--- config.mk ---
export PLATFORM = sky130hd
export DESIGN_NAME = coef_counter
export DESIGN_NICKNAME = d
export VERILOG_FILES = /design/src/kyber_pwm_pkg.sv /design/src/coef_counter.sv
export SDC_FILE = /design/constraint.sdc
export NUM_CORES = 1
export LEC_CHECK = 0
export ABC_AREA = 1
export BUFFER_PORTS_ARGS = -buffer_cell sky130_fd_sc_hd__buf_2
export CAP_MARGIN = 5
export CORE_UTILIZATION = 45
export DETAILED_ROUTE_END_ITERATION = 7
export GPL_ROUTABILITY_DRIVEN = 0
export GPL_TIMING_DRIVEN = 0
export PLACE_DENSITY = 0.71
export RECOVER_POWER = 25
export REMOVE_ABC_BUFFERS = 1
export SETUP_SLACK_MARGIN = 0.05
export SYNTH_ARGS = -nofsm -noshare
export SYNTH_HDL_FRONTEND = slang
export SYNTH_SLANG_ARGS = --single-unit
--- constraint.sdc ---
create_clock -name clk -period 1.8 [get_ports clk]
set_input_delay 0.54 -clock clk [delete_from_list [all_inputs] [get_ports clk]]
set_output_delay 0.54 -clock clk [all_outputs]
set_load 0.1 [all_outputs]
--- src/kyber_pwm_pkg.sv ---
package kyber_pwm_pkg;

    // ring parameters
    localparam int KYBER_Q = 3329;         // modulus q
    localparam int POLY_N  = 256;          // coefficients per polynomial
    localparam int COEF_W  = 12;           // bits per coefficient
    localparam int ADDR_W  = 8;            // log2(POLY_N)

    // barrett reduction with m = floor(2^24 / q)
    localparam int BARRETT_M     = 5039;
    localparam int BARRETT_SHIFT = 24;

    localparam int MULT_LATENCY = 3;       // mod_mult_q stages

    // cycles spent in each busy state
    localparam int LOAD_CYCLES = POLY_N;                     // one write per cycle
    localparam int READ_CYCLES = POLY_N + 2;                 // ram read + dout reg
    localparam int MULT_CYCLES = POLY_N + 1 + MULT_LATENCY;  // ram read + pipeline

    typedef logic [COEF_W-1:0] coef_t;
    typedef logic [ADDR_W-1:0] addr_t;

    // operation state and the op field seen by counter and router
    typedef enum logic [1:0] {
        OP_IDLE = 2'd0,
        OP_LOAD = 2'd1,
        OP_MULT = 2'd2,
        OP_READ = 2'd3
    } op_e;

    typedef enum logic {
        POLY_A = 1'b0,
        POLY_B = 1'b1
    } poly_sel_e;

    // fsm -> counter / router
    typedef struct packed {
        op_e       op;
        poly_sel_e target;   // memory loaded, read or overwritten
    } ctrl_t;

    // write side of one coefficient memory
    typedef struct packed {
        logic  en;
        addr_t addr;
        coef_t data;
    } mem_wr_t;

    typedef struct packed {
        logic  valid;
        addr_t addr;         // tag that comes back with the product
        coef_t a;
        coef_t b;
    } mult_req_t;

    typedef struct packed {
        logic  valid;
        addr_t addr;
        coef_t prod;         // a*b mod q
    } mult_rsp_t;

endpackage

--- src/coef_counter.sv ---
module coef_counter (
    input  logic                           clk,
    input  logic                           reset,
    input  kyber_pwm_pkg::op_e             op,
    output logic [kyber_pwm_pkg::ADDR_W:0] count,   // one spare bit for the tail cycles
    output logic                           last
);

    logic [kyber_pwm_pkg::ADDR_W:0] limit;   // final count of current op

    always_comb begin
        case (op)
            kyber_pwm_pkg::OP_LOAD:
                limit = (kyber_pwm_pkg::ADDR_W + 1)'(kyber_pwm_pkg::LOAD_CYCLES - 1);
            kyber_pwm_pkg::OP_MULT:
                limit = (kyber_pwm_pkg::ADDR_W + 1)'(kyber_pwm_pkg::MULT_CYCLES - 1);
            kyber_pwm_pkg::OP_READ:
                limit = (kyber_pwm_pkg::ADDR_W + 1)'(kyber_pwm_pkg::READ_CYCLES - 1);
            default:
                limit = '0;   // idle has last masked below
        endcase
    end

    assign last = (op != kyber_pwm_pkg::OP_IDLE) && (count == limit);

    // op only ever changes idle->busy (count already 0)
    // or busy->idle on last, so clearing on last covers both
    always_ff @(posedge clk or posedge reset) begin
        if (reset)
            count <= '0;
        else if (op == kyber_pwm_pkg::OP_IDLE || last)
            count <= '0;
        else
            count <= count + 1'b1;
    end

endmodule

; After elaboration in Yosys (flattened, before gate mapping)
; Index checks and enable logic that the tools add are counted.
[totals]
regBits = 9
inputBits = 4
out_inout_bits = 10
[classes]
add_sub_neg = 1
eq_ne = 4
muxes = 2
n_reduce_logical = 4
[ops]
columns = op, count
row1 = $pmux W9 S3, 1
row2 = $add A9 B1 Y9 const B, 1
row3 = $eq A9 B9 Y1, 1
row4 = $mux W9, 1
row5 = $eq A2 B2 Y1 const B, 2
row6 = $eq A2 B1 Y1 const B, 1
row7 = $logic_not A2 Y1, 1
row8 = $reduce_bool A2 Y1, 1
row9 = $logic_and A1 B1 Y1, 1
row10 = $logic_or A1 B1 Y1, 1

; Depth between registers and ports, before layout
[depth]
word_depth = 6
depth_mapped = 10

; Least setup slack after synthesis
; Ideal clock, no wire load.
[synth_path]
path_kind = reg-to-output
startpoint = reg count[4] (netlist name)
endpoint = out last
arrival_ns = 2.764
setup_slack_ns = -1.504
path_stages_with_launch = 7
path_cell_list = dfrtp_1 -> nand2_1 -> nor2_1 -> nand2_1 -> nand2_1 -> nand3_2 -> nor2_1
[synth_via]
elab_chain_len = 2
[synth_lines]
columns = item, line
row1 = from (decl), coef_counter.sv:5  ; output logic [kyber_pwm_pkg::ADDR_W:0] count,
row2 = from (signal assigned), coef_counter.sv:34  ; count <= count + 1'b1;
row3 = $eq A9 B9 Y1, coef_counter.sv:24  ; assign last = (op != kyber_pwm_pkg::OP_IDLE) && (count == limit);
row4 = $logic_and A1 B1 Y1, coef_counter.sv:24
row5 = to (decl), coef_counter.sv:6  ; output logic last
; No other way between the ends.

; Final worst setup path
[layout_path]
startpoint = in op[0]
endpoint = out last
[layout_via]
elab_chain_len = 4
elab_cells_between_ends = 7
classes_between = eq/ne: 4 / mux: 1 / reduce/logical: 2
[layout_lines]
columns = item, line
row1 = from (decl), coef_counter.sv:4  ; input kyber_pwm_pkg::op_e op,
row2 = $eq A2 B2 Y1 / $eq A2 B1 Y1 (equally long branches), coef_counter.sv:12  ; case (op)
row3 = $pmux W9 S3, coef_counter.sv:12
row4 = $eq A9 B9 Y1, coef_counter.sv:24
row5 = $logic_and A1 B1 Y1 (*), coef_counter.sv:24
; Mark *: on every way between the ends. The rest lies on a longest branch, timed or not.

==> impl_metrics.yaml <==
clock_tree:
  cts_hold_buffers: 0
  numCtsBuffers: 3
  cts_root_buf: "clkbuf_4"
  clock-sinks: 9
  clk_latency_ns: 0.26
  cts_tree: "built"
  htreeDepth: 1
  clock_path_buffers: 2
  clkTransAtPathRegs_ns: 0.06
critical_path:
  path_cells: "buf_12 -> inv_8 -> ha_4 -> nand2_1 -> nand2_1 -> nand2_1 -> nor2_2 -> nand3_2 -> nor2_4 -> buf_12"
  endpoint_kind: "output port"
  required_ns: 1.26
  ff2ff_setup_slack_ns: 0.43
  arrival_ns: 1.58
  worstPathMaxFanout: 3
  path_class: "input pin to output port"
  startpoint_type: "input pin"
  path_buf_inv: 3
  critPathMaxStageDelay_ns: 0.25
  r2r_cells: 8
  regToRegStartpoint: "count[4]$_DFF_PP0_"
  crit_path_top_delay_cell: "ha_4"
  cpMostUsedCell: "nand2_1"
  cp-startpoint: "op[0]"
  cp_top_family: "simple AND/OR/NAND/NOR gates"
  reg2reg_to: "count[5]$_DFF_PP0_"
synthesis:
  yosysUniqueCellTypes: 12
  synth_compound_area_share_pct: 0.842
  ys_ff_latch: 9
  syn_inst: 79
  avgSynthCellArea_um2: 7.52
  synth_top_family_by_area: "simple AND/OR/NAND/NOR gates"
  yosysSeqAreaShare_pct: 37.9
  synthXorXnorAreaFrac_pct: 10.3
  synthAdderAreaFrac_pct: 12.6
  ys_warn_count: 0
  synth-simple-area-share_pct: 30.7
  muxShareOfSynthArea_pct: 0
  synth_area_um2: 594
global_route:
  first_global_vias: 431
  grt_pass1_wl_um: 1840
  grtUsageTotal_pct: 19.0
  gr-total-overflow: 0
  grt_start_max_net_pins: 10
  antenna_found_initial: 0
timing:
  timing.final.ws_setup_ns: -0.315
  report.final.slew_viol_count: 0
  relSlewSlack_pct: 67.7
  tightest_slew_ns: 0.488
  hold_viol: 0
  min_period_over_period_pct: 118
  rsz0062_at_grt: "yes"
  fin_worst_skew_ns: 0.0101
  max_freq_mhz: 473
  min_period_ns: 2.12
  setup_viol: 1
pwr:
  switching_share_pct: 54.4
  p_sw_uw: 542
  p_int_uw: 455
  power_frac_comb_pct: 55.5
  clockPowerShare_pct: 15.5
  pwr-share-seq_pct: 28.9
  power_density_nw_per_um2: 1260
  p_leak_uw: 0.000398
  ir_worst_vdd_mv: 1.32
detailed_routing:
  drc_errors: 0
  routed_wl_um: 1190
  via_per_inst: 4.69
  initialDrtViolationCount: 3
  vias: 521
  drt_pass1_iterations: 4
  wl_per_cell_um: 10.7
  ant_nets: 0
final_layout:
  antennaDiodeCount: 0
  layout.nets: 108
  drive_above_1_share_pct: 28.9
  final_area_um2: 793
  largest_register_ffs: 9
  top_register: "count"
  syn2layout_area_growth_pct: 33.5
  final_cell_mix: "nand2_1 (20), nor2_1 (17), buf_2 (10), inv_1 (9), dfrtp_1 (9)"
  layout.cells.non_filler: 111
  mostFrequentLayoutCell: "nand2_1"
  top_regs: "count (9)"
  fillers: 105
placed_design:
  hpwl_um: 816
  placed_cells: 106
  io_buffer_count: 13
  placed_area_um2: 677
floorplanning:
  fp.dieArea_um2: 1470
  core-area_um2: 1170
  start_util_pct: 50.7
  fp-row-count: 12
  die_x_um: 38.3
  ios: 14
  fp.dieH_um: 38.3
run_status:
  violations: "negative setup slack"
  status: "finished, violations left"
job:
  maxCapViolations: 0
worst_hold_path:
  hp-class: "input pin to async pin"
## Yosys cell counts
cell / count / area (um2)
o21ai_0: 1 / 5.00
nor2_1: 19 / 71.3
xnor2_1: 4 / 35.0
nand3_2: 1 / 10.0
xor2_1: 3 / 26.3
nand2_4: 1 / 11.3
dfrtp_1: 9 / 225
nor3_1: 1 / 5.00
ha_1: 6 / 75.1
inv_1: 12 / 45.0
nand2_1: 20 / 75.1
nand3_1: 2 / 10.0
## kinds of logic (layout without fill, tap and decap cells)
logic type / count (synthesis) / count (layout)
flip-flops: 9 / 9
AND/OR/NAND/NOR: 44 / 44
buffers and inverters: 12 / 30
AO/OA/AOI/OAI: 1 / 1
adder cells (fa/ha/maj): 6 / 6
XOR/XNOR: 7 / 7
## area by class of cell
class                   count  area, um2  area share (%)
multi-input cells          58        354            44.6
flip-flops and latches      9        225            28.4
repair buffers             14        113            14.2
inverters                  12       57.6            7.26
clock buffers               4       26.3            3.31
well taps                  14       17.5            2.21
## power by group through the flow
stage / Sequential [uW] / Combinational (uW) / Clock (uW)
6_report: 288 / 554 / 155
3_3_place_gp: 289 / 509 / 0
4_1_cts: 288 / 553 / 159
3_5_place_dp: 291 / 516 / 0
2_1_floorplan: 552 / 174 / 0
5_1_grt: 294 / 592 / 166
## worst max-delay path by stage
stage                     slack (ns)  endpoint  cells after the start
after global routing           -0.39      last                     10
final                          -0.32      last                     10
after CTS                      -0.37      last                     11
after global placement         -0.68      last                     11
after floorplan                -1.50      last                      6
after detailed placement       -0.69      last                     11
## worst register-to-register path, delay by kind of cell, from the launching register on
| kind | cells | cell delay [ns] |
|---|---|---|
| buffers and inverters | 1 | 0.16 |
| flip-flops | 1 | 0.44 |
| AND/OR/NAND/NOR | 7 | 0.66 |
## repair_timing
item                                   4_1_cts  5_1_grt
setup endpoints to repair                    1        1
buffers inserted                             1        0
endpoints found under the hold margin        0        0
resized for setup                           19        6
pin swaps                                    7        8
## through the flow
step / setup TNS (ns) / power (uW) / setup slack [ns] / utilization (%) / hold slack [ns]
6_report: -0.315 / 997 / -0.315 / 67.7 / 0.216
5_1_grt: -0.390 / 1050 / -0.390 / 67.7 / 0.259
4_1_cts: -0.372 / 1000 / -0.372 / 66.2 / 0.229
3_5_place_dp: -0.693 / 808 / -0.693 / 57.8 / 0.492
3_3_place_gp: -0.677 / 798 / -0.677 / 57.8 / 0.487
2_1_floorplan: -1.50 / 726 / -1.50 / - / 0.368
## metal layers
layer  routed length, um  vias up  global-route usage [%]
met4                   0        0                    2.59
li1                    -      269                       -
met1                 516      242                    21.9
met2                 613       10                    31.4
met3                  58        0                    10.5
met5                   0        -                       0
Note: power is estimated with default switching activity, not from simulation.
