**config.mk**
```make
export PLATFORM = sky130hd
export DESIGN_NAME = poly_router
export DESIGN_NICKNAME = d
export VERILOG_FILES = /design/src/kyber_pwm_pkg.sv /design/src/poly_router.sv
export SDC_FILE = /design/constraint.sdc
export NUM_CORES = 1
export LEC_CHECK = 0
export ABC_AREA = 1
export BUFFER_PORTS_ARGS = -buffer_cell sky130_fd_sc_hd__buf_4
export CAP_MARGIN = 40
export CORE_UTILIZATION = 32
export DETAILED_ROUTE_END_ITERATION = 16
export PLACE_DENSITY_LB_ADDON = 0.15
export REMOVE_ABC_BUFFERS = 1
export SKIP_CTS_REPAIR_TIMING = 1
export SYNTH_ARGS = -nofsm -noshare
export SYNTH_HDL_FRONTEND = slang
export SYNTH_SLANG_ARGS = --single-unit
export TNS_END_PERCENT = 1
```
**constraint.sdc**
```tcl
create_clock -name clk -period 1.3 [get_ports clk]
set_clock_uncertainty 0.15 [all_clocks]
set_input_delay 0.26 -clock clk [delete_from_list [all_inputs] [get_ports clk]]
set_output_delay 0.26 -clock clk [all_outputs]
set_load 0.05 [all_outputs]
```
**src/kyber_pwm_pkg.sv**
```systemverilog
package kyber_pwm_pkg;

    // ring parameters
    localparam int KYBER_Q = 3329;         // modulus q
    localparam int POLY_N  = 256;          // coefficients per polynomial
    localparam int COEF_W  = 12;           // bits per coefficient
    localparam int ADDR_W  = 8;            // log2(POLY_N)

    // barrett reduction with m = floor(2^24 / q)
    localparam int BARRETT_M     = 5039;
    localparam int BARRETT_SHIFT = 24;

    localparam int MULT_LATENCY = 3;       // mod_mult_q stages

    // cycles spent in each busy state
    localparam int LOAD_CYCLES = POLY_N;                     // one write per cycle
    localparam int READ_CYCLES = POLY_N + 2;                 // ram read + dout reg
    localparam int MULT_CYCLES = POLY_N + 1 + MULT_LATENCY;  // ram read + pipeline

    typedef logic [COEF_W-1:0] coef_t;
    typedef logic [ADDR_W-1:0] addr_t;

    // operation state and the op field seen by counter and router
    typedef enum logic [1:0] {
        OP_IDLE = 2'd0,
        OP_LOAD = 2'd1,
        OP_MULT = 2'd2,
        OP_READ = 2'd3
    } op_e;

    typedef enum logic {
        POLY_A = 1'b0,
        POLY_B = 1'b1
    } poly_sel_e;

    // fsm -> counter / router
    typedef struct packed {
        op_e       op;
        poly_sel_e target;   // memory loaded, read or overwritten
    } ctrl_t;

    // write side of one coefficient memory
    typedef struct packed {
        logic  en;
        addr_t addr;
        coef_t data;
    } mem_wr_t;

    typedef struct packed {
        logic  valid;
        addr_t addr;         // tag that comes back with the product
        coef_t a;
        coef_t b;
    } mult_req_t;

    typedef struct packed {
        logic  valid;
        addr_t addr;
        coef_t prod;         // a*b mod q
    } mult_rsp_t;

endpackage

```
**src/poly_router.sv**
```systemverilog
module poly_router (
    input  logic                           clk,
    input  logic                           reset,
    input  kyber_pwm_pkg::ctrl_t           ctrl,
    input  logic [kyber_pwm_pkg::ADDR_W:0] count,
    input  kyber_pwm_pkg::coef_t           din,
    input  kyber_pwm_pkg::coef_t           rdata_a,
    input  kyber_pwm_pkg::coef_t           rdata_b,
    output kyber_pwm_pkg::addr_t           raddr,     // shared by both memories
    output kyber_pwm_pkg::mem_wr_t         wr_a,
    output kyber_pwm_pkg::mem_wr_t         wr_b,
    output kyber_pwm_pkg::mult_req_t       req,
    input  kyber_pwm_pkg::mult_rsp_t       rsp,
    output kyber_pwm_pkg::coef_t           dout
);

    logic                   in_range;     // count still below POLY_N
    logic                   mult_pend_q;  // operands on rdata this cycle
    logic                   read_pend_q;  // read data on rdata this cycle
    kyber_pwm_pkg::addr_t   addr_q;       // index of data now on rdata
    kyber_pwm_pkg::mem_wr_t wr;           // write before target steering
    kyber_pwm_pkg::coef_t   rdata_sel;

    assign in_range = ~count[kyber_pwm_pkg::ADDR_W];   // POLY_N is 2^ADDR_W
    assign raddr    = count[kyber_pwm_pkg::ADDR_W-1:0];

    // din written while loading and products while multiplying
    always_comb begin
        wr = '0;
        case (ctrl.op)
            kyber_pwm_pkg::OP_LOAD: begin
                wr.en   = in_range;
                wr.addr = count[kyber_pwm_pkg::ADDR_W-1:0];
                wr.data = din;
            end
            kyber_pwm_pkg::OP_MULT: begin
                wr.en   = rsp.valid;
                wr.addr = rsp.addr;    // tag from the multiplier
                wr.data = rsp.prod;
            end
            default: ;
        endcase
    end

    always_comb begin
        wr_a    = wr;
        wr_b    = wr;
        wr_a.en = wr.en && (ctrl.target == kyber_pwm_pkg::POLY_A);
        wr_b.en = wr.en && (ctrl.target == kyber_pwm_pkg::POLY_B);
    end

    // operands come straight from the memories one cycle after the address
    assign req.valid = mult_pend_q;
    assign req.addr  = addr_q;
    assign req.a     = rdata_a;
    assign req.b     = rdata_b;

    assign rdata_sel = (ctrl.target == kyber_pwm_pkg::POLY_A) ? rdata_a : rdata_b;

    always_ff @(posedge clk or posedge reset) begin
        if (reset) begin
            mult_pend_q <= 1'b0;
            read_pend_q <= 1'b0;
            dout        <= '0;
        end else begin
            mult_pend_q <= (ctrl.op == kyber_pwm_pkg::OP_MULT) && in_range;
            read_pend_q <= (ctrl.op == kyber_pwm_pkg::OP_READ) && in_range;
            dout        <= read_pend_q ? rdata_sel : '0;   // 0 outside a read
        end
    end

    always_ff @(posedge clk) begin
        addr_q <= count[kyber_pwm_pkg::ADDR_W-1:0];
    end

endmodule

```
=== Word level (Yosys, flattened, before mapping) ===
Cells that the tools add are included.

* Mux-type cells: 3
* Bitwise gates (word level): 2
* Reductions and logical operators: 4
* Eq/ne operators: 3

{| class="wikitable"
|+ Operators by type and width
! operator !! number
|-
| case mux 21 bit (2 select lines) || 1
|-
| 2-to-1 mux 12 bit || 2
|-
| equality test 2 bit, second input constant || 2
|-
| logical AND 1 bit || 4
|-
| equality test 2 x 1 -> 1 bit, second input constant || 1
|-
| inverter 1 bit || 2
|}

* Input bits: 71
* Logic and storage cells: 16
* Output and inout port bits: 95
* Register bits: 22

=== Depth between registers and ports, before layout ===
* Word-level depth: 3
* Mapped depth: 6
* Mapped depth without buffers: 6

=== Worst setup path before layout ===
OpenSTA, ideal clock, no wires.

* Path kind: input-to-output
* Start point: input ctrl[1] (netlist bit)
* End point: output wr_b[15] (netlist bit)
* Data arrival time: 1.947 ns
* Buffers on the path: 2
* Path slack: -1.057 ns
* Stages: 5
* Cells stage by stage: inv_1 > ha_1 > buf_2 > a21oi_1 > buf_4

{| class="wikitable"
|+ RTL lines
! item !! line !! source
|-
| start: declaration || poly_router.sv:4 || <nowiki>input kyber_pwm_pkg::ctrl_t ctrl,</nowiki>
|-
| end: declaration || poly_router.sv:11 || <nowiki>output kyber_pwm_pkg::mem_wr_t wr_b,</nowiki>
|}

==> impl_metrics.env <==
export IMPL_maxCapViolCount=0
export IMPL_synth_top_cell_area_share_pct=25.5
export IMPL_die_x_um=73.1
export IMPL_leakage_nw=1.68
export IMPL_grt_antenna_before_repair=0
export IMPL_outcome="complete, but fails checks"
export IMPL_synthTopCellsByArea="buf_4 26%, dfrtp_1 22%, a21oi_2 10%"
export IMPL_num_vias=1789
export IMPL_dieArea_um2=5340
export IMPL_crit_arrival_ns=1.27
export IMPL_whs_ns=0.0101
export IMPL_setup_tns_ns=-14.17
export IMPL_num_rows=25
export IMPL_cp_start_kind="primary input"
export IMPL_root_buffer="clkbuf_8"
export IMPL_synthCells=199
export IMPL_grtUsageTotal_pct=15.4
export IMPL_placed_area_um2=2570
export IMPL_drt_iter0_drc=37
export IMPL_io_pins=166
export IMPL_fin_area_um2=3410
export IMPL_crit_required_ns=0.89
export IMPL_worstHoldStart="count[8]"
export IMPL_slew_viol_final=0
export IMPL_seq_area_frac_synth_pct=31.6
export IMPL_max_slew_margin_pct=65.1
export IMPL_die_h_um=73.1
export IMPL_r2r_cells=2
export IMPL_synthToLayoutAreaGrowth_pct=111
export IMPL_multi_input_area_um2=898
export IMPL_setup_worst_path_end_class="output pin"
export IMPL_htree_levels=1
export IMPL_numClockSinks=22
export IMPL_fin_ws_ns=-0.378
export IMPL_critPathKind="in2out"
export IMPL_diodes=0
export IMPL_finalHoldViolations=0
export IMPL_hold_class="in2reg"
export IMPL_seq_area_um2=510
export IMPL_gr_total_overflow=0
export IMPL_clk_insertion_delay_late_ns=0.26
export IMPL_initial_core_util_pct=33.8
export IMPL_p_seq_share_pct=26.4
export IMPL_critPathMaxFanout=5
export IMPL_core_um2=4790
export IMPL_syn_area_um2=1620
export IMPL_violations="setup timing"
export IMPL_ant_nets=0
export IMPL_setup_violations=42
export IMPL_place_hpwl_um=3750
export IMPL_finalWirelength_um=5820
export IMPL_power_switching_w=0.00116
export IMPL_layout_drive_gt1_share_pct=78.3
export IMPL_rr_endpoint="dout[10]$_DFF_PP0_"
export IMPL_rsz0062_at_grt="true"
export IMPL_period_needed_ns=1.68
export IMPL_grt_first_pass_wirelength_um=6420
export IMPL_reg2reg_from="read_pend_q$_DFF_PP0_"
export IMPL_yosysWarnings=0
export IMPL_ys_ff_latch=22
export IMPL_sw_frac_of_total_pct=42.6
export IMPL_timing_fmax_mhz=596
export IMPL_vias_per_cell=4.43
export IMPL_drc=0
export IMPL_grt_pass1_vias=1451
export IMPL_p_per_area_nw_per_um2=798
export IMPL_cts_buffer_depth=2
export IMPL_cts_made_buffers=3
export IMPL_worstHoldPathCells=2
export IMPL_post_drt_wl_per_cell_um=14.4
export IMPL_firstDrtPassIters=4
export IMPL_syn_area_per_cell_um2=8.12
export IMPL_fill_cells=372
export IMPL_io_buffers=165
export IMPL_num_nets_final=412
export IMPL_reg2reg_setup_slack_ns=0.27
export IMPL_irDropWorstVdd_mv=0.469
export IMPL_p_int_w=0.00156
export IMPL_clkTransAtPathRegs_ns=0.08
export IMPL_utilization_pct=71.2
export IMPL_grt_max_degree=23
export IMPL_place_congestion=0.705
export IMPL_timing_final_crit_share_pct=129
export IMPL_worst_hold_path_endpoint="read_pend_q$_DFF_PP0_"
export IMPL_cts_tree="yes"
export IMPL_pwr_share_comb_pct=55.6
export IMPL_worst_pin_slew_ns=0.523
export IMPL_p_clk_share_pct=18.0
export IMPL_synthDistinctLibCells=16
export IMPL_synth_top_area_cell="buf_4"
power by group through the flow:
stage                     Combinational (W)  Clock, W  Sequential [W]
after CTS                           0.00123  0.000518        0.000718
after floorplan                    0.000431         0        0.000824
after global routing                0.00157  0.000549        0.000720
after global placement              0.00122         0        0.000731
after detailed placement            0.00123         0        0.000732
final                               0.00151  0.000489        0.000717
cell families after synthesis:
family | synth area share, %
AND/OR/NAND/NOR | 21.1
buffers and inverters | 30.7
AO/OA/AOI/OAI | 14.3
flip-flops | 31.6
adder cells (fa/ha/maj) | 2.32
stage by stage:
stage	instances	worst slack, ns	power, W
floorplan	137	-1.79	0.00125
global placement	377	-0.405	0.00195
detailed placement	377	-0.428	0.00196
CTS	381	-0.437	0.00246
global route	404	-0.414	0.00284
finish	404	-0.378	0.00272
flip-flops by register name (all words and copies together) (netlist names):
register / count
dout: 12
read_pend_q: 1
addr_q: 8
mult_pend_q: 1
metal layers:
layer,wire [µm],vias up,part of all wire (%),track usage (%)
met4,107,0,1.8,3.92
met2,3120,115,54,29.4
met1,1930,823,33,15.5
li1,-,843,-,-
met3,662,8,11,5.94
met5,0,-,0,0
Yosys cell counts (all sizes together):
| master | n |
|---|---|
| ha | 3 |
| inv | 8 |
| dfxtp | 8 |
| o21ai | 12 |
| a21oi | 20 |
| nand2 | 44 |
| buf | 62 |
| dfrtp | 14 |
| nor2 | 28 |
final cells by class:
cell class | instances | share of cell area (%)
clock buffer | 4 | 1.61
inverter | 8 | 1.03
tap | 67 | 2.46
multi-input combinational | 107 | 26.3
sequential | 22 | 15.0
timing repair buffer | 196 | 53.6
worst max-delay path, cell delays in order:
cell,delay [ns]
buf_8,0.10
inv_4,0.05
ha_4,0.15
buf_6,0.10
clkbuf_16,0.14
nand2_2,0.07
a21oi_4,0.20
buf_6,0.19
placed cells by master, fill, tap and decap left out, types with 7 or more instances in the layout:
cell,count
buf_4,128
buf_6,44
nand2_2,25
a21oi_4,20
nor2_1,17
dfrtp_1,14
nand2_4,12
nor2_2,11
dlygate4sd3_1,10
o21ai_1,8
dfxtp_1,8
nand2_1,7
worst max-delay path by stage:
stage	slack, ns	from	endpoint	cells after the start
after floorplan	-1.79	ctrl[1]	wr_a[15]	4
after global placement	-0.41	ctrl[1]	wr_a[15]	6
after detailed placement	-0.43	ctrl[1]	wr_b[15]	6
final	-0.38	ctrl[1]	wr_b[13]	8
after global routing	-0.41	ctrl[1]	wr_b[13]	8
after CTS	-0.44	ctrl[1]	wr_b[15]	7
(Power assumes the default switching activity.)
