$ cat src/kyber_pwm_pkg.sv
package kyber_pwm_pkg;

    // ring parameters
    localparam int KYBER_Q = 3329;         // modulus q
    localparam int POLY_N  = 256;          // coefficients per polynomial
    localparam int COEF_W  = 12;           // bits per coefficient
    localparam int ADDR_W  = 8;            // log2(POLY_N)

    // barrett reduction with m = floor(2^24 / q)
    localparam int BARRETT_M     = 5039;
    localparam int BARRETT_SHIFT = 24;

    localparam int MULT_LATENCY = 3;       // mod_mult_q stages

    // cycles spent in each busy state
    localparam int LOAD_CYCLES = POLY_N;                     // one write per cycle
    localparam int READ_CYCLES = POLY_N + 2;                 // ram read + dout reg
    localparam int MULT_CYCLES = POLY_N + 1 + MULT_LATENCY;  // ram read + pipeline

    typedef logic [COEF_W-1:0] coef_t;
    typedef logic [ADDR_W-1:0] addr_t;

    // operation state and the op field seen by counter and router
    typedef enum logic [1:0] {
        OP_IDLE = 2'd0,
        OP_LOAD = 2'd1,
        OP_MULT = 2'd2,
        OP_READ = 2'd3
    } op_e;

    typedef enum logic {
        POLY_A = 1'b0,
        POLY_B = 1'b1
    } poly_sel_e;

    // fsm -> counter / router
    typedef struct packed {
        op_e       op;
        poly_sel_e target;   // memory loaded, read or overwritten
    } ctrl_t;

    // write side of one coefficient memory
    typedef struct packed {
        logic  en;
        addr_t addr;
        coef_t data;
    } mem_wr_t;

    typedef struct packed {
        logic  valid;
        addr_t addr;         // tag that comes back with the product
        coef_t a;
        coef_t b;
    } mult_req_t;

    typedef struct packed {
        logic  valid;
        addr_t addr;
        coef_t prod;         // a*b mod q
    } mult_rsp_t;

endpackage

$ cat src/pwm_fsm.sv
module pwm_fsm (
    input  logic                 clk,
    input  logic                 reset,
    input  logic                 load_a,
    input  logic                 load_b,
    input  logic                 start_mult,
    input  logic                 read_a,
    input  logic                 read_b,
    input  logic                 start_ab,   // 0 -> result into A, 1 -> into B
    input  logic                 last,       // final cycle of current op
    output kyber_pwm_pkg::ctrl_t ctrl,
    output logic                 done
);

    kyber_pwm_pkg::op_e       state;
    kyber_pwm_pkg::op_e       state_nxt;
    kyber_pwm_pkg::poly_sel_e target;
    kyber_pwm_pkg::poly_sel_e target_nxt;

    // commands looked at only in idle with load before mult before read
    always_comb begin
        state_nxt  = state;
        target_nxt = target;
        case (state)
            kyber_pwm_pkg::OP_IDLE: begin
                if (load_a) begin
                    state_nxt  = kyber_pwm_pkg::OP_LOAD;
                    target_nxt = kyber_pwm_pkg::POLY_A;
                end else if (load_b) begin
                    state_nxt  = kyber_pwm_pkg::OP_LOAD;
                    target_nxt = kyber_pwm_pkg::POLY_B;
                end else if (start_mult) begin
                    state_nxt  = kyber_pwm_pkg::OP_MULT;
                    target_nxt = start_ab ? kyber_pwm_pkg::POLY_B : kyber_pwm_pkg::POLY_A;
                end else if (read_a) begin
                    state_nxt  = kyber_pwm_pkg::OP_READ;
                    target_nxt = kyber_pwm_pkg::POLY_A;
                end else if (read_b) begin
                    state_nxt  = kyber_pwm_pkg::OP_READ;
                    target_nxt = kyber_pwm_pkg::POLY_B;
                end
            end
            default: begin
                if (last)
                    state_nxt = kyber_pwm_pkg::OP_IDLE;   // busy ops all end in idle
            end
        endcase
    end

    always_ff @(posedge clk or posedge reset) begin
        if (reset) begin
            state  <= kyber_pwm_pkg::OP_IDLE;
            target <= kyber_pwm_pkg::POLY_A;
            done   <= 1'b0;
        end else begin
            state  <= state_nxt;
            target <= target_nxt;   // held through idle for the router
            done   <= (state == kyber_pwm_pkg::OP_MULT) && last;   // one cycle pulse
        end
    end

    assign ctrl.op     = state;
    assign ctrl.target = target;

endmodule

$ cat config.mk
export PLATFORM = sky130hd
export DESIGN_NAME = pwm_fsm
export DESIGN_NICKNAME = d
export VERILOG_FILES = /design/src/kyber_pwm_pkg.sv /design/src/pwm_fsm.sv
export SDC_FILE = /design/constraint.sdc
export NUM_CORES = 1
export LEC_CHECK = 0
export ABC_AREA = 0
export BUFFER_PORTS_ARGS = -buffer_cell sky130_fd_sc_hd__buf_4
export CELL_PAD_IN_SITES_DETAIL_PLACEMENT = 1
export CELL_PAD_IN_SITES_GLOBAL_PLACEMENT = 1
export CORE_AREA = 2 2 39 41
export CTS_CLUSTER_DIAMETER = 60
export DETAILED_ROUTE_END_ITERATION = 8
export DIE_AREA = 0 0 41 43
export GPL_TIMING_DRIVEN = 0
export PLACE_DENSITY_LB_ADDON = 0.1
export SLEW_MARGIN = 20
export SYNTH_ARGS = -nofsm -noshare
export SYNTH_HDL_FRONTEND = slang
export SYNTH_SLANG_ARGS = --single-unit
$ cat constraint.sdc
create_clock -name clk -period 1.16 [get_ports clk]
set_input_delay 0.232 -clock clk [delete_from_list [all_inputs] [get_ports clk]]
set_output_delay 0.232 -clock clk [all_outputs]
set_load 0.005 [all_outputs]
==> Yosys cells after proc, flatten, opt, wreduce, memory -nomap -nowiden <==
Cells that the tools add are included.
{ "totals": {"ff_bits": 4, "elab_cells": 24} }
{ "classes": {"n_mux": 13, "n_eq_ne": 2, "n_reduce_logical": 6} }
{ "ops": {"columns": ["cell", "count"], "rows": [
  ["$mux W2", 7],
  ["$mux W1", 6],
  ["$ne A6 B6 Y1 const B", 1],
  ["$reduce_bool A5 Y1", 1],
  ["$reduce_and A2 Y1", 2],
  ["$eq A2 B2 Y1 const B", 1],
  ["$logic_not A2 Y1", 1],
  ["$reduce_bool A2 Y1", 1],
  ["$logic_and A1 B1 Y1", 1]
]} }

==> Longest topological paths before layout <==
{ "depth": {"ltp_word": 6, "mapped_depth": 3} }

==> Worst setup path before layout <==
Ideal clock, no wire load.
{ "synth_path": {"kind": "reg-to-reg", "from": "reg state[1]", "to": "reg state[1]", "synth_period_minus_slack_ns": 0.998, "required_time_ns": 1.056, "path_stages_with_launch": 3, "slack_ns": 0.162, "t_arrival_ns": 0.894, "cell_sequence": "dfrtp_1 > or2_4 > o41ai_2"} }
{ "synth_via": {"elab_chain_len": 3} }
{ "synth_rtl": {"columns": ["item", "line", "source"], "rows": [
  ["from (decl)", "pwm_fsm.sv:15", "kyber_pwm_pkg::op_e state;"],
  ["from (signal assigned)", "pwm_fsm.sv:52", "state <= kyber_pwm_pkg::OP_IDLE;"],
  ["from (signal assigned)", "pwm_fsm.sv:56", "state <= state_nxt;"],
  ["$logic_not A2 Y1 (*)", "pwm_fsm.sv:24", "case (state)"],
  ["$ne A6 B6 Y1 (no line) / $reduce_bool A2 Y1 (equally long branches)", null, null],
  ["$reduce_and A2 Y1 (no line)", null, null]
]} }
Mark *: on every way between the ends. The rest lies on a longest branch, timed or not.
A chain may end at the register's enable or synchronous reset.

==> Worst setup path after layout <==
{ "layout_path": {"from": "reg target", "to": "out ctrl[0] (netlist name)"} }
{ "layout_rtl": {"columns": ["item", "line", "source"], "rows": [
  ["from (decl)", "pwm_fsm.sv:17", "kyber_pwm_pkg::poly_sel_e target;"],
  ["from (signal assigned)", "pwm_fsm.sv:53", "target <= kyber_pwm_pkg::POLY_A;"],
  ["from (signal assigned)", "pwm_fsm.sv:57", "target <= target_nxt;"],
  ["to (decl)", "pwm_fsm.sv:11", "output kyber_pwm_pkg::ctrl_t ctrl,"]
]} }
No word-level cell between the ends.

==> results_dict.tcl <==
set metrics [dict create \
    synthAdderAreaFrac 0 \
    synth_top_family_by_area "compound AO/OA/AOI/OAI gates" \
    cts_resized 0 \
    dp_cells 48 \
    core_sq_um 1384 \
    clkSlewWorstSetupHoldPaths_ps 40 \
    htree_levels 1 \
    cts_sinks 4 \
    path_cells "buf_4, buf_4" \
    seq_area_frac_synth 0.4706 \
    postRouteAntennaNets 0 \
    status "complete, no violations" \
    met3_usage 0.06283 \
    worst_ir_drop_vdd_mv 0.5921 \
    num_rows 14 \
    synth-xor-area-share 0 \
    yosys.area_share.simple 0.1941 \
    grt_max_degree 5 \
    synthMuxAreaShare 0 \
    maxCapViolations 0 \
    period_share 0.9357 \
    place_congestion 0.6759 \
    cp_top_family "flip-flops" \
    crit_start "target$_DFFE_PP0P_" \
    stdcell_count 52 \
    synthToLayoutAreaGrowth_pct 67.06 \
    synth_cell_type_count 14 \
    slew_violations 0 \
    path_max_fanout 2 \
    n_fill_cell 167 \
    final_common_cell "buf_4" \
    remaining_drc_errors 0 \
    io_pins 13 \
    crit_type "reg2out" \
    cp_data_required_time_ps 930 \
    dieArea_sq_um 1763 \
    cp_slowest_cell "dfrtp_1" \
    cp.arrival_ps 850 \
    holdCritStartpoint "last" \
    finalWirelength_um 531 \
    layout-drive-gt1-share 0.5556 \
    multi_input_area_sq_um 93.84 \
    crit_path_end_kind "output port" \
    fin_skew_ps 4.823 \
    grt_usage 0.06963 \
    met1_usage 0.06536 \
    worst_pin_slew_ps 251.9 \
    io_buffers 12 \
    cp.buffers_inverters 2 \
    hold_ws_ps 209.7 \
    fp.dieH_um 43 \
    numCtsBuffers 3 \
    firstDrtPassIters 2 \
    regArea_sq_um 100.1 \
    layout.nets 47 \
    synth_compound_area_frac 0.2471 \
    synthTopCellsByArea "dfrtp_1 (47%), o41ai_2 (7.6%), inv_1 (5.3%)" \
    final.setup.tns_ps 0 \
    viasPerCell 4.019 \
    synth_cells 20 \
    synth_warnings 0 \
    grt_pass1_wl_um 759 \
    setup_viol 0 \
    timing.rr.start "state[1]$_DFFE_PP0P_" \
    antenna_cells 0 \
    start_kind "flop" \
    synthesis.nets 29 \
    cts_tree "built" \
    p_leak_nw 0.1810 \
    synth.cell_area_sq_um 212.7 \
    clock.fmax_mhz 921.3 \
    ys_ff_latch 4 \
    hp-class "in2reg" \
    slew_headroom 0.8302 \
    clockBufferDepth 2 \
    synth_largest_area_cell "dfrtp_1" \
    synth_top_area_frac 0.4706 \
    gr-total-overflow 0 \
    power.density_nw_per_um2 1789 \
    drtIter0Drc 1 \
    cpMostUsedCell "buf_4" \
    cts_root_buf "clkbuf_4" \
    antenna_found_initial 0 \
    hold_violations 0 \
    avgSynthCellArea_sq_um 10.64 \
    die-width_um 41 \
    avgRoutedWirePerCell_um 10.21 \
    postCtsSetupRepairBufs 0 \
    crit_path_max_incr_delay_ps 370 \
    grt_util_met2 0.09688 \
    first_global_vias 215 \
    rsz0062_at_grt "false" \
    place_hpwl_um 441.9 \
    start_util 0.1537 \
    clock_latency_ps 230 \
    layout_common_cells "buf_4 (13), dfrtp_1 (4), inv_1 (3), clkbuf_4 (3), nor2_1 (2)" \
    grt-busiest-layer "met2" \
    vias 209 \
    min_period_ps 1085 \
]
==> area by class of cell <==
class / count / area share
plain buffers: 1 / 0.02113
inverters: 3 / 0.03169
multi-input cells: 12 / 0.2641
repair buffers: 13 / 0.2817
flip-flops and latches: 4 / 0.2817
clock buffers: 3 / 0.06338
well taps: 16 / 0.05634
==> power breakdown <==
group / switching, mW / total [mW] / internal (mW)
Sequential: 0.0318 / 0.218 / 0.186
Combinational: 0.0938 / 0.250 / 0.156
Clock: 0.0523 / 0.168 / 0.115
==> through the flow <==
step                power [mW]  instance area, sq um  utilization  setup WS [ps]
finish                  0.6357                 355.3       0.2568          74.56
global route            0.6920                 355.3       0.2568          16.33
CTS                     0.6519                 355.3       0.2568          57.14
detailed placement      0.4711                 322.8       0.2333          95.43
global placement        0.4746                 322.8       0.2333          71.86
floorplan               0.3511                 212.7            -          162.0
==> cell families (layout without fill, tap and decap cells) <==
kind of cell           count (synthesis)  after routing
AOI/OAI and AO/OA                      6              6
DFF                                    4              4
and+or+nand+nor                        6              6
buffers and inverters                  4             20
==> cells in the mapped netlist <==
| cell type | count |
|---|---|
| nor3_2 | 1 |
| nor2_1 | 2 |
| or2b_1 | 1 |
| buf_4 | 1 |
| dfrtp_1 | 4 |
| or2_4 | 1 |
| o22ai_1 | 1 |
| o32ai_1 | 1 |
| and3_2 | 1 |
| inv_1 | 3 |
| o21a_1 | 1 |
| a221oi_1 | 1 |
| a21oi_1 | 1 |
| o41ai_2 | 1 |
==> path summary, 6_finish.rpt <==
| check | to | slack (ps) | cells after the start |
|---|---|---|---|
| hold reg to reg | target$_DFFE_PP0P_ | 540 | 2 |
| setup / recovery | ctrl[0] | 70 | 2 |
| min in group asynchronous | state[1]$_DFFE_PP0P_ | 440 | 3 |
| hold / removal | state[0]$_DFFE_PP0P_ | 210 | 2 |
| max in group asynchronous | state[0]$_DFFE_PP0P_ | 570 | 3 |
| setup reg to reg | state[1]$_DFFE_PP0P_ | 90 | 2 |
==> state kept, by name, indices dropped and copies added (netlist names) <==
name    count
done        1
state       2
target      1
==> routing by layer <==
metal / vias to the layer above / part of all wire
met1: 93 / 0.43
li1: 104 / -
met4: 0 / 0
met5: - / 0
met2: 12 / 0.42
met3: 0 / 0.15
==> repair_timing <==
action	4_1_cts	5_1_grt
hold buffers	1	0
endpoints found under the hold margin	4	0
setup endpoints to repair	0	0
(Power assumes the default switching activity.)
