==> src/kyber_pwm_pkg.sv <==
package kyber_pwm_pkg;

    // ring parameters
    localparam int KYBER_Q = 3329;         // modulus q
    localparam int POLY_N  = 256;          // coefficients per polynomial
    localparam int COEF_W  = 12;           // bits per coefficient
    localparam int ADDR_W  = 8;            // log2(POLY_N)

    // barrett reduction with m = floor(2^24 / q)
    localparam int BARRETT_M     = 5039;
    localparam int BARRETT_SHIFT = 24;

    localparam int MULT_LATENCY = 3;       // mod_mult_q stages

    // cycles spent in each busy state
    localparam int LOAD_CYCLES = POLY_N;                     // one write per cycle
    localparam int READ_CYCLES = POLY_N + 2;                 // ram read + dout reg
    localparam int MULT_CYCLES = POLY_N + 1 + MULT_LATENCY;  // ram read + pipeline

    typedef logic [COEF_W-1:0] coef_t;
    typedef logic [ADDR_W-1:0] addr_t;

    // operation state and the op field seen by counter and router
    typedef enum logic [1:0] {
        OP_IDLE = 2'd0,
        OP_LOAD = 2'd1,
        OP_MULT = 2'd2,
        OP_READ = 2'd3
    } op_e;

    typedef enum logic {
        POLY_A = 1'b0,
        POLY_B = 1'b1
    } poly_sel_e;

    // fsm -> counter / router
    typedef struct packed {
        op_e       op;
        poly_sel_e target;   // memory loaded, read or overwritten
    } ctrl_t;

    // write side of one coefficient memory
    typedef struct packed {
        logic  en;
        addr_t addr;
        coef_t data;
    } mem_wr_t;

    typedef struct packed {
        logic  valid;
        addr_t addr;         // tag that comes back with the product
        coef_t a;
        coef_t b;
    } mult_req_t;

    typedef struct packed {
        logic  valid;
        addr_t addr;
        coef_t prod;         // a*b mod q
    } mult_rsp_t;

endpackage

==> src/mod_mult_q.sv <==
module mod_mult_q (
    input  logic                     clk,
    input  logic                     reset,
    input  kyber_pwm_pkg::mult_req_t req,
    output kyber_pwm_pkg::mult_rsp_t rsp
);

    // stage 1 raw product below q^2 < 2^24
    logic                               s1_valid;
    kyber_pwm_pkg::addr_t               s1_addr;
    logic [2*kyber_pwm_pkg::COEF_W-1:0] s1_prod;

    // stage 2 product plus quotient estimate
    logic                               s2_valid;
    kyber_pwm_pkg::addr_t               s2_addr;
    logic [2*kyber_pwm_pkg::COEF_W-1:0] s2_prod;
    kyber_pwm_pkg::coef_t               s2_quot;

    // stage 3 reduced result
    logic                               s3_valid;
    kyber_pwm_pkg::addr_t               s3_addr;
    kyber_pwm_pkg::coef_t               s3_prod;

    logic [3*kyber_pwm_pkg::COEF_W-1:0] barrett_full;   // p*m < 2^36
    logic [2*kyber_pwm_pkg::COEF_W-1:0] quot_q;         // quot*q
    logic [2*kyber_pwm_pkg::COEF_W-1:0] diff;
    logic [kyber_pwm_pkg::COEF_W:0]     rem;            // below 2q needs one spare bit
    logic [kyber_pwm_pkg::COEF_W:0]     q_ext;

    assign q_ext = (kyber_pwm_pkg::COEF_W + 1)'(kyber_pwm_pkg::KYBER_Q);

    assign barrett_full = (3 * kyber_pwm_pkg::COEF_W)'(s1_prod)
                        * (3 * kyber_pwm_pkg::COEF_W)'(kyber_pwm_pkg::BARRETT_M);

    assign quot_q = (2 * kyber_pwm_pkg::COEF_W)'(s2_quot)
                  * (2 * kyber_pwm_pkg::COEF_W)'(kyber_pwm_pkg::KYBER_Q);
    assign diff   = s2_prod - quot_q;
    assign rem    = diff[kyber_pwm_pkg::COEF_W:0];   // estimate low by at most one q

    // valid flags
    always_ff @(posedge clk or posedge reset) begin
        if (reset) begin
            s1_valid <= 1'b0;
            s2_valid <= 1'b0;
            s3_valid <= 1'b0;
        end else begin
            s1_valid <= req.valid;
            s2_valid <= s1_valid;
            s3_valid <= s2_valid;
        end
    end

    // datapath and address tag
    always_ff @(posedge clk) begin
        s1_addr <= req.addr;
        s1_prod <= req.a * req.b;   // 12x12 -> 24
        s2_addr <= s1_addr;
        s2_prod <= s1_prod;
        s2_quot <= barrett_full[kyber_pwm_pkg::BARRETT_SHIFT +: kyber_pwm_pkg::COEF_W];
        s3_addr <= s2_addr;
        s3_prod <= (rem >= q_ext) ? kyber_pwm_pkg::coef_t'(rem - q_ext)
                                  : kyber_pwm_pkg::coef_t'(rem);   // single correction
    end

    assign rsp.valid = s3_valid;
    assign rsp.addr  = s3_addr;
    assign rsp.prod  = s3_prod;

endmodule

==> config.mk <==
export PLATFORM = sky130hd
export DESIGN_NAME = mod_mult_q
export DESIGN_NICKNAME = d
export VERILOG_FILES = /design/src/kyber_pwm_pkg.sv /design/src/mod_mult_q.sv
export SDC_FILE = /design/constraint.sdc
export NUM_CORES = 1
export LEC_CHECK = 0
export BUFFER_PORTS_ARGS = -buffer_cell sky130_fd_sc_hd__buf_2
export CAP_MARGIN = 10
export CORE_MARGIN = 5
export CORE_UTILIZATION = 59
export DETAILED_ROUTE_END_ITERATION = 10
export PLACE_DENSITY_LB_ADDON = 0.25
export SLEW_MARGIN = 25
export SYNTH_ARGS = -nofsm -noshare
export SYNTH_HDL_FRONTEND = slang
export SYNTH_SLANG_ARGS = --single-unit
export TNS_END_PERCENT = 10
==> constraint.sdc <==
create_clock -name clk -period 5.27 [get_ports clk]
set_input_delay 0 -clock clk [delete_from_list [all_inputs] [get_ports clk]]
set_output_delay 0 -clock clk [all_outputs]
set_load 0.01 [all_outputs]
=== After elaboration in Yosys (flattened, before gate mapping) ===
Index checks and enable logic that the tools add are counted.

* Bits in registers: 88
* Input bits: 35
* Word-level logic and storage cells: 17

* $add $sub $neg: 2
* $mul: 3
* $lt $le $gt $ge: 1
* Mux-type cells: 1

{| class="wikitable"
|+ Operator list
! cell !! number
|-
| 24-bit by 13-bit multiplier with 36-bit output, second input constant || 1
|-
| 12-bit by 12-bit multiplier with 24-bit output || 1
|-
| 13-bit by 12-bit greater-or-equal comparator with 1-bit output, second input constant || 1
|-
| 12-bit by 12-bit multiplier with 13-bit output, second input constant || 1
|-
| 13-bit subtractor || 1
|-
| 12-bit two-way mux || 1
|-
| 12-bit subtractor, second input constant || 1
|}

=== Depth between registers and ports, before layout ===
Gate-level depths: netlist of run 1.

* Word-level depth: 4
* Gate-level depth with buffers: 21
* Mapped depth without buffers: 20

=== Worst setup path after synthesis of run 1 ===
Ideal clock, no wire load.

* Path type: register to register
* Start point: register s1_prod[18] in the netlist's numbering
* End point: register s2_quot[11]
* Library setup time: 0.121 ns
* Data arrival time: 5.019 ns
* Data required time: 5.149 ns
* Slack: 0.131 ns
* Stages on the path, launching flop included: 19
* Path buffers: 0
* Cell sequence: dfxtp_1 -> inv_1 -> fa_1 -> fa_1 -> inv_1 -> fa_1 -> fa_1 -> inv_1 -> fa_1 -> inv_1 -> ha_1 -> and4_1 -> nand4_1 -> or4_1 -> a31o_2 -> a31oi_1 -> o21a_1 -> nor2_1 -> xnor2_1

* Word-level cells in the longest chain between the ends: 1

{| class="wikitable"
|+ Ends and longest elaborated chain
! item !! RTL line !! source
|-
| start: declaration || mod_mult_q.sv:11 || <nowiki>logic [2*kyber_pwm_pkg::COEF_W-1:0] s1_prod;</nowiki>
|-
| start signal: assignment || mod_mult_q.sv:56 || <nowiki>s1_prod <= req.a * req.b;</nowiki>
|-
| 24-bit by 13-bit multiplier with 36-bit output || mod_mult_q.sv:33 || <nowiki>* (3 * kyber_pwm_pkg::COEF_W)'(kyber_pwm_pkg::BARRETT_M);</nowiki>
|-
| via barrett_full, one bit || mod_mult_q.sv:24 || <nowiki>logic [3*kyber_pwm_pkg::COEF_W-1:0] barrett_full;</nowiki>
|-
| end signal: assignment || mod_mult_q.sv:59 || <nowiki>s2_quot <= barrett_full[kyber_pwm_pkg::BARRETT_SHIFT +: kyber_pwm_pkg::COEF_W];</nowiki>
|-
| end: declaration || mod_mult_q.sv:17 || <nowiki>kyber_pwm_pkg::coef_t s2_quot;</nowiki>
|}

The timed path passes the listed nets, and every way through them passes these cells.

=== Worst setup path after layout of run 1 ===
* Start point: register s1_prod[18] in the netlist's numbering
* End point: register s2_quot[4]

The elaborated chain is that of the path after synthesis.

==> results of run 1 <==
-- worst min-delay path by stage --
| stage | start | endpoint | slack (ps) | cells past startpoint |
|---|---|---|---|---|
| detailed placement | reset | s3_valid | -130 | 2 |
| floorplan | reset | s1_valid | -250 | 1 |
| finish | reset | s3_valid | 50 | 3 |
| global route | req[0] | s1_prod[0] | 60 | 2 |
| global placement | reset | s1_valid | -140 | 2 |
| CTS | reset | s1_valid | 50 | 3 |
-- flip-flops by register name, summed over array words and instances (netlist names) --
signal / flops
s2_prod: 13
s2_valid: 1
s1_addr: 8
s3_addr: 8
s3_prod: 12
s2_addr: 8
s1_prod: 24
s1_valid: 1
s2_quot: 12
s3_valid: 1
-- worst reg2reg max path, delay by kind of cell (launching register included) --
| family | cells | cell delay, ps |
|---|---|---|
| flops | 1 | 330 |
| fa+ha+maj | 6 | 2800 |
| xor+xnor | 1 | 130 |
| compound gates | 3 | 490 |
| buf+inv | 3 | 260 |
| simple gates | 4 | 1030 |
-- kinds of logic (layout without fill, tap and decap cells) --
group / after synthesis / in the layout
XOR/XNOR: 54 / 54
buffers and inverters: 343 / 432
multiplexers: 1 / 1
flip-flops: 88 / 88
AND/OR/NAND/NOR: 252 / 252
adder cells (fa/ha/maj): 451 / 451
AO/OA/AOI/OAI: 114 / 114
-- through the flow --
| stage | std cells | hold WS [ps] |
|---|---|---|
| 6_report | 1672 | 50.5 |
| 5_1_grt | 1672 | 61.4 |
| 4_1_cts | 1671 | 45.6 |
| 3_5_place_dp | 1645 | -130 |
| 3_3_place_gp | 1645 | -138 |
| 2_1_floorplan | 1303 | -246 |
-- metal layers --
metal | vias to the layer above | share of wire (%)
li1 | 4202 | -
met5 | - | 0
met1 | 4219 | 42
met4 | 0 | 4.1
met2 | 186 | 51
met3 | 75 | 3.0
-- Yosys cell counts, drive strengths merged, types with 5 or more instances --
cell and instances:
inv 316, fa 233, ha 218, nand2 99, dfxtp 85, and2 66
xnor2 45, a21oi 31, clkbuf 24, nor2 24, nand3 14, o21a 14
a21o 13, o211ai 10, o21ai 10, xor2 9, a31oi 6, and3 6
nor3 6, and4 5, nand3b 5, or3 5
-- final cells by class --
class | count | area [um^2] | area share [%]
clock buffers | 10 | 250 | 1.75
clock inverters | 6 | 47.5 | 0.333
inverters | 316 | 1190 | 8.30
multi-input cells | 872 | 10000 | 70.2
flip-flops and latches | 88 | 1790 | 12.5
well taps | 280 | 350 | 2.45
repair buffers | 100 | 638 | 4.47
-- repair_timing --
action / CTS / global route
endpoints found under the setup margin: 1 / 17
hold buffers: 10 / 0
pin swaps: 0 / 9
gates resized for setup: 3 / 14
endpoints found under the hold margin: 12 / 0
setup buffers: 0 / 1
==> metrics.cfg, run 1 <==
[floorplan]
row_count=54
dieArea_um2=25200
die_w_um=159
initial_utilization_pct=59.8
die_y_um=159
core_um2=21800
ios=56

[synth]
synth_compound_area_share_pct=6.13
synth_top_area_cell=fa_1
syn_avg_cell_area_um2=10.0
synth.distinct_cells=62
synthAdderAreaFrac_pct=56.6
async_flop_share_pct=3.41
synth_top_family_by_area=adder cells
synth_flop_cell=dfxtp_1
yosys.area.top_type_share_pct=35.7
syn_nets=1789
synth_xor_area_share_pct=3.62
ys_ff_latch=88
synthTopCellsByArea=fa_1, ha_1, dfxtp_1
synth_edf_count=0
synth_mux_area_share_pct=0.0863
syn_area_um2=13100
syn-instance-count=1303
yosys_warnings=0
yosys.area_share.simple_pct=9.95
ys_seq_area_share_pct=13.6

[final_layout]
stdcell_area_um2=14300
antennaDiodeCount=0
drive_gt1_share_pct=9.63
area.growth.synth_to_final_pct=9.46
fill_cells=1757
final_common_cell=inv_1
fin_util_pct=65.5
fin_nets=1873
most-common-layout-cells=inv_1, fa_1, ha_1

[detailed_routing]
wl_per_cell_um=14.9
routed_wl_um=24900
drtPass1Iterations=6
route.detailed.drc=0
vias=8682
via_per_inst=5.19
drtIter0Drc=354
ant_nets=0

[grt]
grt_pass1_vias=9455
grt-busiest-layer=met2
antenna_found_initial=0
grt_use_total_pct=20.6
use_met1_pct=25.2
grt_pass1_wl_um=43400
grtUsageMet2_pct=36.7
grt_max_degree=17
grt_use_met3_pct=2.57
gr-total-overflow=0

[timing]
setup_tns_ps=0
maxSlewHeadroom_pct=63.1
finClkSkew_ps=8.66
rsz0062_at_grt=yes
drv_slew=0
fmax_mhz=194
layout_setup_ws_ps=115
setup_viol=0
finalCritPeriodShare_pct=97.8
hold_viol=0
worst_pin_slew_ps=553
layout_min_cycle_time_ps=5150

[critical_path]
critPathTopFamily=adder cells
r2r_cells=17
crit_buf_inv=3
critPathMaxFanout=3
crit_path_end=s2_quot[4]
critPathKind=reg2reg
crit_chain=buf_4, fa_1, fa_1, fa_1, fa_1, inv_1, fa_1, inv_1, ha_1, and4_1, nand4_1, or4_4, nand3_1, a31oi_1, o21bai_1, a21oi_1, xnor2_1
r2r_end=s2_quot[4]
critPathArrivalTime_ps=5400
ff2ff_setup_slack_ps=120
worstSetupStartpointType=flop
crit_path_max_incr_delay_ps=560
cp.required_ps=5510
crit_top_cell=fa_1
cp_slowest_cell=fa_1
cp-end-kind=flop
crit_start=s1_prod[18]
reg2reg_from=s1_prod[18]
cp_num_cells=17

[cts]
h-tree-depth=3
clock-root-buffer=clkbuf_16
clkTransAtPathRegs_ps=70
cts_tree=done
worstSkewPairLatency_ps=360
cts.sink_count=88
cts_buffer_depth=2
numCtsBuffers=9

[flow_run]
drv_cap=0

[placement]
dp_hpwl_um=21900
placement.io_buffers=55
dpl_worst_slack_ps=-48.4
gp_congestion=0.909
place_area_um2=13800

[worst_hold_path]
hold_path.class=in2async

[run_status]
status=finished clean

Power of run 1 is not shown: default switching activity piles up to over one toggle a cycle in this logic, so the estimate is an artifact.
==> run 2, diff against run 1 <==
Settings changed: CORE_UTILIZATION 59 to 65, PLACE_DENSITY set to 0.91, PLACE_DENSITY_LB_ADDON 0.25 to unset.
Clock period 5.27 ns to 6.5 ns, I/O delays scaled along.
==> run 2 against run 1 <==
  * The run now ends with design-rule violations left
  * Critical path depth grew 1
  * Global-route usage grew 4.8 points
  * Clock skew grew 2.2 ps
  * Maximum frequency shrank 8.0%
  * Register-to-register slack gained 780 ps
  * First-iteration DRC count shrank 12%
  * Utilization grew 5.8 points
  * Critical path type unchanged
  * Highest routed layer unchanged
==> metrics.cfg, run 2 (same netlist as run 1, synthesis figures left out) <==
[critical_path]
critPathTopFamily=adder cells  ; unchanged
cp-end-kind=flop  ; unchanged
crit_chain=inv_1, fa_1, fa_1, inv_1, fa_1, fa_1, inv_1, fa_1, inv_1, ha_1, and4_1, nand4_1, or4_1, a31o_2, a31oi_1, o21a_1, nor2_1, xnor2_1  ; was buf_4, fa_1, fa_1, fa_1, fa_1, inv_1, fa_1, inv_1, ha_1, and4_1, nand4_1, or4_4, nand3_1, a31oi_1, o21bai_1, a21oi_1, xnor2_1
crit_buf_inv=4  ; was 3
cp.required_ps=6760  ; was 5510 ps
critPathKind=reg2reg  ; unchanged
cp_slowest_cell=or4_1  ; was fa_1
ff2ff_setup_slack_ps=900  ; was 120 ps
crit_path_max_incr_delay_ps=590  ; was 560 ps
crit_top_cell=fa_1  ; unchanged
critPathMaxFanout=5  ; was 3
critPathArrivalTime_ps=5860  ; was 5400 ps
worstSetupStartpointType=flop  ; unchanged

[placement]
placement.io_buffers=55  ; unchanged
dp_hpwl_um=22900  ; was 21900 um
gp_congestion=0.966  ; was 0.909
dp_cells=1596  ; was 1645

[cts]
clock-root-buffer=clkbuf_16  ; unchanged
cts.sink_count=88  ; unchanged
worstSkewPairLatency_ps=350  ; was 360 ps
clkTransAtPathRegs_ps=70  ; about the same
cts_tree=done  ; unchanged
numCtsBuffers=9  ; unchanged
cts_buffer_depth=2  ; unchanged
post_cts_buffers=0  ; unchanged
postCtsHoldBufs=10  ; unchanged
h-tree-depth=3  ; unchanged
post_cts_resized=0  ; was 3

[timing]
maxSlewHeadroom_pct=34.5  ; was 63.1%
drv_slew=0  ; unchanged
finalCritPeriodShare_pct=86.2  ; was 97.8%
worst_pin_slew_ps=976  ; was 553 ps
setup_viol=0  ; unchanged
setup_tns_ps=0  ; unchanged
rsz0062_at_grt=no  ; was yes
fmax_mhz=179  ; was 194 MHz
layout_min_cycle_time_ps=5600  ; was 5150 ps
hold_viol=0  ; unchanged
finClkSkew_ps=10.9  ; was 8.66 ps

[run_status]
violations=design-rule violations
status=finished, violations left  ; was finished clean

[final_layout]
largest_reg_flops=24  ; unchanged
drive_gt1_share_pct=6.34  ; was 9.63%
finalNonFillerCells=1622  ; was 1672
area.growth.synth_to_final_pct=6.98  ; was 9.46%
antennaDiodeCount=0  ; unchanged
fin_nets=1838  ; was 1873
top_register=s1_prod  ; unchanged
reg.largest.list=s1_prod x24, s2_prod x13  ; unchanged
most-common-layout-cells=inv_1, fa_1, ha_1  ; unchanged
final_common_cell=inv_1  ; unchanged

[floorplan]
die_y_um=152  ; was 159 um
initial_utilization_pct=66.6  ; was 59.8%
ios=56  ; unchanged
core_um2=19600  ; was 21800 um^2
die_w_um=152  ; was 159 um
dieArea_um2=23000  ; was 25200 um^2
row_count=51  ; was 54

[grt]
antenna_found_initial=0  ; unchanged
grt_use_total_pct=25.4  ; was 20.6%
use_met1_pct=28.6  ; was 25.2%
grt_pass1_vias=9959  ; was 9455
grt_pass1_wl_um=46100  ; was 43400 um
grt-busiest-layer=met2  ; unchanged
grtUsageMet2_pct=47.8  ; was 36.7%
grt_max_degree=15  ; was 17
gr-total-overflow=0  ; unchanged
grt_use_met3_pct=3.21  ; was 2.57%

[detailed_routing]
ant_nets=0  ; unchanged
drtPass1Iterations=7  ; was 6
wl_per_cell_um=16.8  ; was 14.9 um
via_per_inst=5.45  ; was 5.19
route.detailed.drc=2  ; was 0
drtIter0Drc=311  ; was 354
vias=8844  ; was 8682
routed_wl_um=27200  ; was 24900 um

[worst_hold_path]
hold_path.class=in2reg  ; was in2async

[flow_run]
drv_cap=0  ; unchanged

-- run 2: cell types whose count changed in the layout (fill, tap and decap cells not counted), moves of 2 or more --
cell,delta
inv_2,-2
inv_6,-3
dfxtp_2,-7
dfxtp_1,+7
clkbuf_8,+3
buf_4,-35
inv_1,+2
-- run 2: area by class of cell --
class,instances,area [um^2]
Timing Repair Buffer,65,375
Inverter,316,1190
Fill cell,1354,5630
Sequential cell,88,1780
Clock inverter,4,51.3
Multi-Input combinational cell,872,9970
Clock buffer,12,267
Tap cell,265,332
-- run 2: metrics by stage --
| stage | instance area, um^2 | hold slack (ps) | worst slack, ps | util, % |
|---|---|---|---|---|
| final | 14000 | 66.4 | 898 | 71.3 |
| after global routing | 14000 | 73.5 | 743 | 71.3 |
| after CTS | 14000 | 54.4 | 956 | 71.3 |
| after detailed placement | 13500 | -124 | 990 | 69.1 |
| after global placement | 13500 | -140 | 1160 | 69.1 |
| after floorplan | 13100 | -246 | 1360 | - |
-- run 2: worst register-to-register path: cells and delay by family, from the launching register on --
| family | cells | cell delay [ps] |
|---|---|---|
| adder cells (fa/ha/maj) | 6 | 2850 |
| AND/OR/NAND/NOR | 4 | 980 |
| AO/OA/AOI/OAI | 3 | 710 |
| flip-flops | 1 | 480 |
| buffers and inverters | 4 | 300 |
| XOR/XNOR | 1 | 190 |
-- run 2: layer usage --
metal	share of wire (%)	wire [um]
met5	0	0
met2	53	14400
met3	4.4	1190
met4	4.5	1230
met1	38	10400
-- run 2: path summary, 6_finish.rpt --
path,from,to,cells past startpoint
max in group asynchronous,reset,s1_valid,3
min in group asynchronous,reset,s2_valid,3
hold / removal,req[12],s1_prod[0],2
hold reg to reg,s1_addr[4],s2_addr[4],0
setup / recovery,s1_prod[19],s2_quot[11],18
setup reg to reg,s1_prod[19],s2_quot[11],18
Power of run 2 is left out for the same reason.
